[src/soc_pkg.sv]
package soc_pkg;

  localparam int unsigned AddrWidth = 4;
  localparam int unsigned DataWidth = 32;

  // Register map of the GPIO block.
  typedef enum logic [AddrWidth-1:0] {
    REG_OUT     = 4'd0,
    REG_OE      = 4'd1,
    REG_IN      = 4'd2,
    REG_STATUS  = 4'd3,
    REG_SNAP    = 4'd4,
    REG_IRQ_CNT = 4'd5
  } reg_addr_e;

  typedef struct packed {
    reg_addr_e            addr;
    logic                 we;
    logic [DataWidth-1:0] wdata;
  } bus_req_t;

  typedef struct packed {
    logic                 rvalid;
    logic [DataWidth-1:0] rdata;
  } bus_rsp_t;

  typedef enum logic [2:0] {
    RESP_IDLE,
    RESP_READ,  // Requesting the REG_IN read.
    RESP_WAIT,  // Waiting for the response of the last access.
    RESP_WRITE, // Requesting the snapshot write.
    RESP_COUNT  // Requesting the count increment.
  } resp_state_e;

endpackage
[src/chip_top.sv]
`timescale 1ns/1ns

module chip_top import soc_pkg::*; #(
  parameter int unsigned GpioCount = 16
) (
  input  logic                 clk_i,
  input  logic                 rst_i,
  input  logic                 irq0_i,
  output logic                 status_o,
  input  logic [GpioCount-1:0] gpio_i,
  output logic [GpioCount-1:0] gpio_o,
  output logic [GpioCount-1:0] gpio_oe_o,
  input  logic                 host_req_i,
  input  bus_req_t             host_cmd_i,
  output logic                 host_busy_o,
  output logic                 host_done_o,
  output logic [DataWidth-1:0] host_rdata_o
);

  logic [GpioCount-1:0] soc_gpio_in;
  logic [GpioCount-1:0] soc_gpio_out;
  logic [GpioCount-1:0] soc_gpio_oe; // 1 drives the pin.
  logic                 soc_irq;
  logic                 soc_status;

  io_pad_ring #(
    .GpioCount ( GpioCount )
  ) i_io_pad_ring (
    .clk_i         ( clk_i        ),
    .rst_i         ( rst_i        ),
    .gpio_i        ( gpio_i       ),
    .irq0_i        ( irq0_i       ),
    .core_gpio_o   ( soc_gpio_in  ),
    .core_irq_o    ( soc_irq      ),
    .core_gpio_i   ( soc_gpio_out ),
    .core_oe_i     ( soc_gpio_oe  ),
    .core_status_i ( soc_status   ),
    .gpio_o        ( gpio_o       ),
    .gpio_oe_o     ( gpio_oe_o    ),
    .status_o      ( status_o     )
  );

  // Host command port goes straight to the core.
  soc_top #(
    .GpioCount ( GpioCount )
  ) i_soc_top (
    .clk_i        ( clk_i        ),
    .rst_i        ( rst_i        ),
    .irq_i        ( soc_irq      ),
    .host_req_i   ( host_req_i   ),
    .host_cmd_i   ( host_cmd_i   ),
    .host_busy_o  ( host_busy_o  ),
    .host_done_o  ( host_done_o  ),
    .host_rdata_o ( host_rdata_o ),
    .gpio_in_i    ( soc_gpio_in  ),
    .gpio_out_o   ( soc_gpio_out ),
    .gpio_oe_o    ( soc_gpio_oe  ),
    .status_o     ( soc_status   )
  );

endmodule

[src/soc_top.sv]
`timescale 1ns/1ns

module soc_top import soc_pkg::*; #(
  parameter int unsigned GpioCount = 16
) (
  input  logic                 clk_i,
  input  logic                 rst_i,
  input  logic                 irq_i,
  input  logic                 host_req_i,
  input  bus_req_t             host_cmd_i,
  output logic                 host_busy_o,
  output logic                 host_done_o,
  output logic [DataWidth-1:0] host_rdata_o,
  input  logic [GpioCount-1:0] gpio_in_i,
  output logic [GpioCount-1:0] gpio_out_o,
  output logic [GpioCount-1:0] gpio_oe_o,
  output logic                 status_o
);

  // Master 0 is the host port, master 1 the interrupt responder.
  logic [1:0] m_req;
  bus_req_t   m_req_data [2];
  logic [1:0] m_gnt;
  bus_rsp_t   m_rsp [2];
  logic       sel;
  bus_req_t   bus_req;
  bus_rsp_t   bus_rsp;

  host_port i_host_port (
    .clk_i        ( clk_i         ),
    .rst_i        ( rst_i         ),
    .host_req_i   ( host_req_i    ),
    .host_cmd_i   ( host_cmd_i    ),
    .host_busy_o  ( host_busy_o   ),
    .host_done_o  ( host_done_o   ),
    .host_rdata_o ( host_rdata_o  ),
    .req_o        ( m_req[0]      ),
    .req_data_o   ( m_req_data[0] ),
    .gnt_i        ( m_gnt[0]      ),
    .rsp_i        ( m_rsp[0]      )
  );

  irq_responder i_irq_responder (
    .clk_i      ( clk_i         ),
    .rst_i      ( rst_i         ),
    .irq_i      ( irq_i         ),
    .req_o      ( m_req[1]      ),
    .req_data_o ( m_req_data[1] ),
    .gnt_i      ( m_gnt[1]      ),
    .rsp_i      ( m_rsp[1]      )
  );

  bus_arbiter i_bus_arbiter (
    .clk_i      ( clk_i      ),
    .rst_i      ( rst_i      ),
    .req_i      ( m_req      ),
    .req_data_i ( m_req_data ),
    .gnt_o      ( m_gnt      ),
    .sel_o      ( sel        ),
    .bus_req_o  ( bus_req    ),
    .bus_rsp_i  ( bus_rsp    ),
    .rsp_o      ( m_rsp      )
  );

  gpio_regs #(
    .GpioCount ( GpioCount )
  ) i_gpio_regs (
    .clk_i      ( clk_i      ),
    .rst_i      ( rst_i      ),
    .sel_i      ( sel        ),
    .bus_req_i  ( bus_req    ),
    .bus_rsp_o  ( bus_rsp    ),
    .gpio_in_i  ( gpio_in_i  ),
    .gpio_out_o ( gpio_out_o ),
    .gpio_oe_o  ( gpio_oe_o  ),
    .status_o   ( status_o   )
  );

endmodule

[src/gpio_regs.sv]
`timescale 1ns/1ns

module gpio_regs import soc_pkg::*; #(
  parameter int unsigned GpioCount = 16
) (
  input  logic                 clk_i,
  input  logic                 rst_i,
  input  logic                 sel_i,
  input  bus_req_t             bus_req_i,
  output bus_rsp_t             bus_rsp_o,
  input  logic [GpioCount-1:0] gpio_in_i,
  output logic [GpioCount-1:0] gpio_out_o,
  output logic [GpioCount-1:0] gpio_oe_o,
  output logic                 status_o
);

  logic [GpioCount-1:0] out_q;
  logic [GpioCount-1:0] oe_q;
  logic [GpioCount-1:0] snap_q;
  logic                 status_q;
  logic [7:0]           cnt_q;
  logic                 wr_en;
  logic [DataWidth-1:0] rdata;
  logic                 rvalid_q;
  logic [DataWidth-1:0] rdata_q;

  assign wr_en = sel_i && bus_req_i.we;

  always_ff @(posedge clk_i) begin
    if (rst_i) begin
      out_q    <= '0;
      oe_q     <= '0;
      snap_q   <= '0;
      status_q <= 1'b0;
      cnt_q    <= '0;
    end else if (wr_en) begin
      case (bus_req_i.addr)
        REG_OUT:     out_q    <= bus_req_i.wdata[GpioCount-1:0];
        REG_OE:      oe_q     <= bus_req_i.wdata[GpioCount-1:0];
        REG_STATUS:  status_q <= bus_req_i.wdata[0];
        REG_SNAP:    snap_q   <= bus_req_i.wdata[GpioCount-1:0];
        REG_IRQ_CNT: cnt_q    <= cnt_q + 8'd1; // Write data is ignored.
        default: ;                             // REG_IN and holes are read-only.
      endcase
    end
  end

  // Read data is zero-extended.
  always_comb begin
    rdata = '0;
    case (bus_req_i.addr)
      REG_OUT:     rdata[GpioCount-1:0] = out_q;
      REG_OE:      rdata[GpioCount-1:0] = oe_q;
      REG_IN:      rdata[GpioCount-1:0] = gpio_in_i;
      REG_STATUS:  rdata[0]             = status_q;
      REG_SNAP:    rdata[GpioCount-1:0] = snap_q;
      REG_IRQ_CNT: rdata[7:0]           = cnt_q;
      default:     rdata                = '0;
    endcase
  end

  always_ff @(posedge clk_i) begin
    if (rst_i) begin
      rvalid_q <= 1'b0;
    end else begin
      rvalid_q <= sel_i; // Answer one cycle after select.
    end
  end

  always_ff @(posedge clk_i) begin
    if (sel_i) rdata_q <= rdata;
  end

  assign bus_rsp_o  = '{rvalid: rvalid_q, rdata: rdata_q};
  assign gpio_out_o = out_q;
  assign gpio_oe_o  = oe_q;
  assign status_o   = status_q;

endmodule

[src/irq_responder.sv]
`timescale 1ns/1ns

module irq_responder import soc_pkg::*; (
  input  logic     clk_i,
  input  logic     rst_i,
  input  logic     irq_i,
  output logic     req_o,
  output bus_req_t req_data_o,
  input  logic     gnt_i,
  input  bus_rsp_t rsp_i
);

  resp_state_e state_q;
  bus_req_t    req_q;
  logic        irq_q;
  logic        irq_edge;

  assign irq_edge = irq_i && !irq_q;

  always_ff @(posedge clk_i) begin
    if (rst_i) begin
      state_q <= RESP_IDLE;
      irq_q   <= 1'b0;
      req_q   <= '{addr: REG_IN, we: 1'b0, wdata: '0};
    end else begin
      irq_q <= irq_i;
      case (state_q)
        RESP_IDLE: begin
          if (irq_edge) begin // Edges seen in other states are dropped.
            state_q <= RESP_READ;
            req_q   <= '{addr: REG_IN, we: 1'b0, wdata: '0};
          end
        end
        RESP_READ, RESP_WRITE, RESP_COUNT: begin
          if (gnt_i) state_q <= RESP_WAIT;
        end
        RESP_WAIT: begin
          // The address of the finished access selects the next step
          if (rsp_i.rvalid) begin
            case (req_q.addr)
              REG_IN: begin
                state_q <= RESP_WRITE;
                req_q   <= '{addr: REG_SNAP, we: 1'b1, wdata: rsp_i.rdata};
              end
              REG_SNAP: begin
                state_q <= RESP_COUNT;
                req_q   <= '{addr: REG_IRQ_CNT, we: 1'b1, wdata: '0}; // Any write increments.
              end
              default: state_q <= RESP_IDLE;
            endcase
          end
        end
        default: state_q <= RESP_IDLE;
      endcase
    end
  end

  assign req_o      = state_q inside {RESP_READ, RESP_WRITE, RESP_COUNT};
  assign req_data_o = req_q;

endmodule

[src/host_port.sv]
`timescale 1ns/1ns

module host_port import soc_pkg::*; (
  input  logic                 clk_i,
  input  logic                 rst_i,
  input  logic                 host_req_i,
  input  bus_req_t             host_cmd_i,
  output logic                 host_busy_o,
  output logic                 host_done_o,
  output logic [DataWidth-1:0] host_rdata_o,
  output logic                 req_o,
  output bus_req_t             req_data_o,
  input  logic                 gnt_i,
  input  bus_rsp_t             rsp_i
);

  logic                 busy_q;
  logic                 req_q;
  logic                 done_q;
  logic                 accept;
  logic                 finish;
  bus_req_t             cmd_q;
  logic [DataWidth-1:0] rdata_q;

  assign accept = !busy_q && host_req_i; // Strobes while busy are ignored.
  assign finish = busy_q && !req_q && rsp_i.rvalid;

  always_ff @(posedge clk_i) begin
    if (rst_i) begin
      busy_q <= 1'b0;
      req_q  <= 1'b0;
      done_q <= 1'b0;
    end else begin
      done_q <= finish;
      if (accept) begin
        busy_q <= 1'b1;
        req_q  <= 1'b1;
      end else if (req_q && gnt_i) begin
        req_q  <= 1'b0;
      end else if (finish) begin
        busy_q <= 1'b0;
      end
    end
  end

  always_ff @(posedge clk_i) begin
    if (accept) cmd_q <= host_cmd_i;
    if (finish) rdata_q <= rsp_i.rdata;
  end

  assign req_o        = req_q;
  assign req_data_o   = cmd_q;
  assign host_busy_o  = busy_q;
  assign host_done_o  = done_q;
  assign host_rdata_o = rdata_q;

endmodule

[src/bus_arbiter.sv]
`timescale 1ns/1ns

module bus_arbiter import soc_pkg::*; (
  input  logic       clk_i,
  input  logic       rst_i,
  input  logic [1:0] req_i,
  input  bus_req_t   req_data_i [2],
  output logic [1:0] gnt_o,
  output logic       sel_o,
  output bus_req_t   bus_req_o,
  input  bus_rsp_t   bus_rsp_i,
  output bus_rsp_t   rsp_o [2]
);

  logic prio_q;  // Master that wins a tie.
  logic owner_q; // Master granted in the previous cycle.
  logic winner;

  // With a single requester it wins, otherwise the priority bit decides.
  always_comb begin
    if (req_i[0] && req_i[1]) begin
      winner = prio_q;
    end else begin
      winner = req_i[1];
    end
  end

  assign sel_o     = |req_i;
  assign bus_req_o = req_data_i[winner];
  assign gnt_o[0]  = sel_o && !winner;
  assign gnt_o[1]  = sel_o && winner;

  always_ff @(posedge clk_i) begin
    if (rst_i) begin
      prio_q  <= 1'b0; // Host first.
      owner_q <= 1'b0;
    end else if (sel_o) begin
      prio_q  <= ~winner;
      owner_q <= winner;
    end
  end

  // The slave answers one cycle after sel, so route by owner.
  always_comb begin
    for (int i = 0; i < 2; i++) begin
      rsp_o[i].rdata  = bus_rsp_i.rdata;
      rsp_o[i].rvalid = bus_rsp_i.rvalid && (owner_q == 1'(i));
    end
  end

endmodule

[src/io_pad_ring.sv]
`timescale 1ns/1ns

module io_pad_ring #(
  parameter int unsigned GpioCount = 16
) (
  input  logic                 clk_i,
  input  logic                 rst_i,
  input  logic [GpioCount-1:0] gpio_i,
  input  logic                 irq0_i,
  output logic [GpioCount-1:0] core_gpio_o,
  output logic                 core_irq_o,
  input  logic [GpioCount-1:0] core_gpio_i,
  input  logic [GpioCount-1:0] core_oe_i,
  input  logic                 core_status_i,
  output logic [GpioCount-1:0] gpio_o,
  output logic [GpioCount-1:0] gpio_oe_o,
  output logic                 status_o
);

  // Top bit carries the interrupt pin.
  logic [GpioCount:0] sync1_q;
  logic [GpioCount:0] sync2_q;

  always_ff @(posedge clk_i) begin
    if (rst_i) begin
      sync1_q   <= '0;
      sync2_q   <= '0;
      gpio_o    <= '0;
      gpio_oe_o <= '0;
      status_o  <= 1'b0;
    end else begin
      sync1_q   <= {irq0_i, gpio_i};
      sync2_q   <= sync1_q;
      gpio_o    <= core_gpio_i; // Output pads are registered.
      gpio_oe_o <= core_oe_i;
      status_o  <= core_status_i;
    end
  end

  assign core_gpio_o = sync2_q[GpioCount-1:0];
  assign core_irq_o  = sync2_q[GpioCount];

endmodule

[config.mk]
export PLATFORM = sky130hd
export DESIGN_NAME = chip_top
export DESIGN_NICKNAME = d
export VERILOG_FILES = /design/src/soc_pkg.sv /design/src/chip_top.sv /design/src/soc_top.sv /design/src/gpio_regs.sv /design/src/irq_responder.sv /design/src/host_port.sv /design/src/bus_arbiter.sv /design/src/io_pad_ring.sv
export SDC_FILE = /design/constraint.sdc
export NUM_CORES = 1
export LEC_CHECK = 0
export BUFFER_PORTS_ARGS = -buffer_cell sky130_fd_sc_hd__buf_2
export CORE_AREA = 2 2 141 143
export CTS_BUF_LIST = sky130_fd_sc_hd__clkbuf_8
export DETAILED_ROUTE_END_ITERATION = 8
export DIE_AREA = 0 0 143 145
export PLACE_DENSITY = 0.66
export SYNTH_ARGS = -nofsm -noshare
export SYNTH_HDL_FRONTEND = slang
export SYNTH_SLANG_ARGS = --single-unit
[constraint.sdc]
create_clock -name clk_i -period 3.2 [get_ports clk_i]
set_input_delay 0.48 -clock clk_i [delete_from_list [all_inputs] [get_ports clk_i]]
set_output_delay 0.48 -clock clk_i [all_outputs]
set_load 0.02 [all_outputs]
After elaboration in Yosys (flattened, before gate mapping)
Index checks and enable logic that the tools add are counted.

Bits in registers: 240. Bits of input ports: 57. Output and inout bits: 67. Word-level logic and storage cells: 99.

Add/sub/neg operators: 1. Order comparisons: 1. Eq/ne operators: 16. Multiplexer cells: 21. Bitwise logic cells: 3. Reductions and logical operators: 31.

Operators with widths (count): $mux 37 (5); $pmux 37 s2 (2); $pmux 7 s5 (1); $pmux 8 s4 (1); $eq 4x2->1 const B (3); $eq 4x3->1 const B (3); $reduce_and 2->1 (6); $logic_and 1x1->1 (11); $mux 3 (3); $pmux 3 s3 (1); $add 8x1->8 const B (1); $ne 2x2->1 const B (4); $eq 3x2->1 const B (2); $mux 1 (6); $pmux 1 s6 (1); $pmux 3 s2 (1); $reduce_bool 2->1 (3); $eq 4x1->1 const B (1); $logic_not 1->1 (4); $logic_not 4->1 (1); $reduce_and 4->1 (1); $eq 3x1->1 const B (1); $eq 3x3->1 const B (1); $logic_not 3->1 (1); 8 further kinds (9).

Logic depth before layout (Yosys ltp)
Word-level depth: 10. Depth in mapped cells: 9. Depth with buffers taken out: 5.

Modules after synthesis
A second synthesis with hierarchy kept.

Cell total of the unflattened synthesis: 831. Area, all modules: 10064.7 um^2.

Modules (own cells, without submodules): gpio_regs (instances 1, cells an instance 372, area an instance 3588.4 um^2, sequential area each 1641.6 um^2); host_port (instances 1, cells an instance 79, area an instance 2184.6 um^2, sequential area each 2132.0 um^2); io_pad_ring (instances 1, cells an instance 141, area an instance 1816.7 um^2, sequential area each 1341.3 um^2); irq_responder (instances 1, cells an instance 121, area an instance 1406.3 um^2, sequential area each 780.7 um^2); bus_arbiter (instances 1, cells an instance 118, area an instance 1068.5 um^2, sequential area each 40.0 um^2).

Least setup slack after synthesis
No wires, ideal clock.

Path kind: register -> register. Start point: register i_soc_top.i_host_port.busy_q, in the netlist i_soc_top.i_host_port.host_busy_o. End point: register i_soc_top.i_host_port.rdata_q[0], in the netlist i_soc_top.i_host_port.host_rdata_o[0] (enable). Data arrival time: 2.204 ns. Data required time: 2.764 ns. Slack: 0.560 ns. Cell stages (with the launch flop): 2. Clock period less this slack: 2.640 ns. Path through: dfxtp_1 > nor4bb_1.

Cells in the longest elaborated chain, start to end: 2.

Ends and longest elaborated chain: start, declared (RTL line host_port.sv:17) `logic busy_q;`; start signal, assigned (RTL line host_port.sv:30) `busy_q <= 1'b0;`; start signal, assigned (RTL line host_port.sv:36) `busy_q <= 1'b1;`; start signal, assigned (RTL line host_port.sv:41) `busy_q <= 1'b0;`; $logic_and 1x1->1 (2 in series) (RTL line host_port.sv:26) `assign finish = busy_q && !req_q && rsp_i.rvalid;`; via i_soc_top.i_host_port.finish (RTL line host_port.sv:21) `logic finish;`; end signal, assigned (RTL line host_port.sv:48) `if (finish) rdata_q <= rsp_i.rdata;`; end, declared (RTL line host_port.sv:23) `logic [DataWidth-1:0] rdata_q;`.

The timed path passes the listed nets, and every way through them passes these cells. A chain may end at the register's enable or synchronous reset.

Worst setup path after layout
Start point: register i_soc_top.i_irq_responder.state_q[1]. End point: register i_soc_top.i_gpio_regs.rdata_q[2] (data pin).

Cells in the longest elaborated chain, start to end: 10. Elaborated cells on any way between the ends: 16. Those cells by class: 7 x eq/ne; 5 x mux; 1 x bitwise; 3 x reduce/logical.

Ends and longest elaborated chain: start, declared (RTL line irq_responder.sv:13) `resp_state_e state_q;`; start signal, assigned (RTL line irq_responder.sv:22) `state_q <= RESP_IDLE;`; start signal, assigned (RTL line irq_responder.sv:30) `state_q <= RESP_READ;`; start signal, assigned (RTL line irq_responder.sv:35) `if (gnt_i) state_q <= RESP_WAIT;`; $eq 3x1->1 (tied with other cells) (RTL line irq_responder.sv:58) `assign req_o = state_q inside {RESP_READ, RESP_WRITE, RESP_COUNT};`; $reduce_bool 3->1 (*) (RTL line irq_responder.sv:58); $logic_and 1x1->1 (RTL line bus_arbiter.sv:21) `if (req_i[0] && req_i[1]) begin`; $mux 1 (*) (RTL line bus_arbiter.sv:21); $not 1->2 (implied by the code) (*) (RTL line bus_arbiter.sv:29) `assign bus_req_o = req_data_i[winner];`; $mux 37 (implied by the code) (*) (3 in series) (RTL line bus_arbiter.sv:29); $eq 4x3->1 (tied with other cells) (RTL line gpio_regs.sv:51) `case (bus_req_i.addr)`; $pmux 7 s5 (*) (RTL line gpio_regs.sv:51); via i_soc_top.i_gpio_regs.rdata[2] (RTL line gpio_regs.sv:23) `logic [DataWidth-1:0] rdata;`; end signal, assigned (RTL line gpio_regs.sv:71) `if (sel_i) rdata_q <= rdata;`; end, declared (RTL line gpio_regs.sv:25) `logic [DataWidth-1:0] rdata_q;`.

Mark *: on every way through the listed nets, which the timed path passes. The rest lies on a longest branch. The select of a mux whose other input is x is not followed.

==> results.cfg <==
[run_status]
status = complete, no violations

[power]
power_density_nw_per_um2 = 627.8
p_leak_nw = 3.660
vdd.ir_drop.worst_mv = 0.2642

[finish]
antenna_cells = 0
fin_cells = 1011
syn2layout_area_growth_pct = 18.18
final_area_um2 = 8874
n_fill_cell = 1812
drive_gt1_share_pct = 27.35
finalNetCount = 778

[worst_setup_path]
cp.required_ns = 3.45
cp_max_fo = 15
path_class = flip-flop to flip-flop
arrival_ns = 2.76
endpoint_kind = flip-flop
startpoint_type = flip-flop

[timing]
rsz0062_at_grt = no
relSlewSlack_pct = 42.99
skew_ns = 0.01237
timing.final.crit_share_pct = 78.54
maxSlewViolCount = 0
finalSetupTns_ns = 0
period_needed_ns = 2.513
worstMarginPinSlew_ns = 0.8552
finalHoldViolCount = 0
maxClockFrequency_mhz = 397.9
final-setup-viol-count = 0

[place]
gp_congestion = 0.8385
io_buffers = 91
dp_hpwl_mm = 10.72
post_dp_cell_area_um2 = 8165
dp.cells = 948

[floorplanning]
pin_count = 124
row_count = 51
dieArea_um2 = 20740
initial_core_util_pct = 39.09
die_h_um = 145
die-width_um = 143
core_area_um2 = 19210

[route]
drc = 0
wire_per_inst_um = 16.08
drt_iter0_drc = 278
wirelength_mm = 16.26
via_per_inst = 4.803
via_count = 4856
drt-pass1-iter-count = 5
ant_nets = 0

[cts]
htreeDepth = 2
cts_resized = 0
clk_latency_ns = 0.52
cts_setup_buffers = 0
cts.sinks = 206
holdBufCountCts = 0
numCtsBuffers = 35
root_buffer = clkbuf_8
cts_tree = built
clk_path_buf_depth = 3
clk_pin_slew_ns = 0.06

[synthesis]
synth_edf_count = 53
synth_seq_cells = 206
async_reset_ff_share_pct = 0
ys_seq_area_share_pct = 61.99
ys.flop_type = dfxtp_1
synth_warnings = 0
syn_area_um2 = 7508
syn_avg_cell_area_um2 = 12.15
yosysUniqueCellTypes = 55
synthCells = 618

[hold_path]
hold_class = input pin to flip-flop

[global_route]
grt_max_degree = 83
grt_first_pass_wirelength_mm = 25.47
grt_pass1_vias = 4743
grt_overflow = 0
antenna_found_initial = 0
grtUsageTotal_pct = 15.71

[job]
cap_violations = 0
stage by stage:
| step | total power, mW | hold slack [ns] | setup slack, ns | util, % |
|---|---|---|---|---|
| 6_report | 5.571 | 0.1358 | 0.6867 | 46.20 |
| 5_1_grt | 5.798 | 0.1131 | 0.5482 | 46.20 |
| 4_1_cts | 5.646 | 0.1094 | 0.7074 | 46.20 |
| 3_5_place_dp | 3.286 | 0.4268 | 0.7189 | 42.51 |
| 3_3_place_gp | 3.283 | 0.4183 | 0.7124 | 42.51 |
| 2_1_floorplan | 3.165 | 0.4138 | 0.5596 | - |
final timing paths:
| path | startpoint | to | slack, ns | cells after the start |
|---|---|---|---|---|
| worst max-delay path | i_soc_top.i_irq_responder.state_q[1]$_SDFFE_PP0P_ | i_soc_top.i_gpio_regs.rdata_q[2]$_DFFE_PN_ | 0.69 | 5 |
| worst min-delay path | host_cmd_i[32] | i_soc_top.i_host_port.req_data_o[32]$_DFFE_PP_ | 0.14 | 1 |
| worst max register to register | i_soc_top.i_irq_responder.state_q[1]$_SDFFE_PP0P_ | i_soc_top.i_gpio_regs.rdata_q[2]$_DFFE_PN_ | 0.69 | 5 |
| worst min register to register | i_io_pad_ring.sync1_q[16]$_SDFF_PP0_ | i_io_pad_ring.sync2_q[16]$_SDFF_PP0_ | 0.43 | 1 |
routing by layer:
metal / wire length, um / part of all wire [%] / global-route usage (%)
met1: 8236 / 51 / 24.11
met2: 6601 / 41 / 21.20
met3: 1132 / 7.0 / 4.422
met4: 288 / 1.8 / 4.851
met5: 0 / 0 / 0
sequential cells by signal (all words and copies together), names as in the netlist, 3 cells and up:
name                                  flops
i_io_pad_ring.gpio_o                     16
i_soc_top.i_gpio_regs.gpio_oe_o          16
i_soc_top.i_gpio_regs.gpio_out_o         16
i_io_pad_ring.sync2_q                    17
i_soc_top.i_irq_responder.state_q         3
i_soc_top.i_gpio_regs.cnt_q               8
i_io_pad_ring.sync1_q                    17
i_soc_top.i_gpio_regs.rdata_q            16
i_soc_top.i_gpio_regs.snap_q             16
i_io_pad_ring.gpio_oe_o                  16
i_soc_top.i_host_port.req_data_o         21
i_soc_top.i_host_port.host_rdata_o       16
i_soc_top.i_irq_responder.req_data_o     19
power by group:
group	internal (mW)	leakage, nW	switching [mW]
clock	1.30	0.408	1.04
combinational	0.134	1.51	0.262
sequential	2.78	1.74	0.0573
total	4.22	3.66	1.36
cell usage in the layout (no fill, tap or decap), drive strengths merged, types with 5 or more instances in the layout:
cell,instances
dfxtp,153
buf,100
nor2b,77
edfxtp,53
clkbuf,43
nor2,42
mux2,35
mux2i,30
a22o,17
o21ai,17
a22oi,16
a211oi,16
conb,16
inv,16
nand2,16
a21oi,13
nand3,12
a222oi,8
clkinv,6
nor3,5
or3,5
critical path: stages (launching register included):
cell	delay, ns
dfxtp_1	0.41
o21a_1	0.26
o311a_2	0.46
a22o_1	0.43
a222oi_1	0.52
o21ai_0	0.16
synthesized netlist by cell type (12+ instances only):
master      n  area share [%]
a21oi_1    13            0.87
mux2i_1    28             3.7
nand2_1    14            0.70
nand3_1    12            0.80
buf_4      18             1.8
a22oi_1    16             1.6
mux2_2     35             5.2
nor2_1     42             2.1
nor2b_1    77             6.4
edfxtp_1   53              21
a22o_1     17             2.0
o21ai_0    16             1.1
a211oi_1   16             1.6
dfxtp_1   153              41
clkbuf_1   19            0.95
area by class of cell:
class	count	area [um^2]	share of cell area (%)
clock buffer	43	591.8	6.669
clock inverter	20	116.4	1.311
inverter	4	15.01	0.1692
multi-input combinational	373	2639	29.74
sequential	206	4654	52.45
tap	265	331.6	3.737
timing repair buffer	100	525.5	5.922
cells by family after synthesis:
logic type | Yosys count | share of synthesized area (%)
buffers and inverters | 54 | 3.849
XOR/XNOR | 3 | 0.3500
AND/OR/NAND/NOR | 183 | 13.50
multiplexers | 65 | 9.582
AO/OA/AOI/OAI | 105 | 10.52
adder cells (fa/ha/maj) | 1 | 0.1666
other | 1 | 0.04994
flip-flops | 206 | 61.99
No activity file was read; power rests on OpenSTA's default activity.
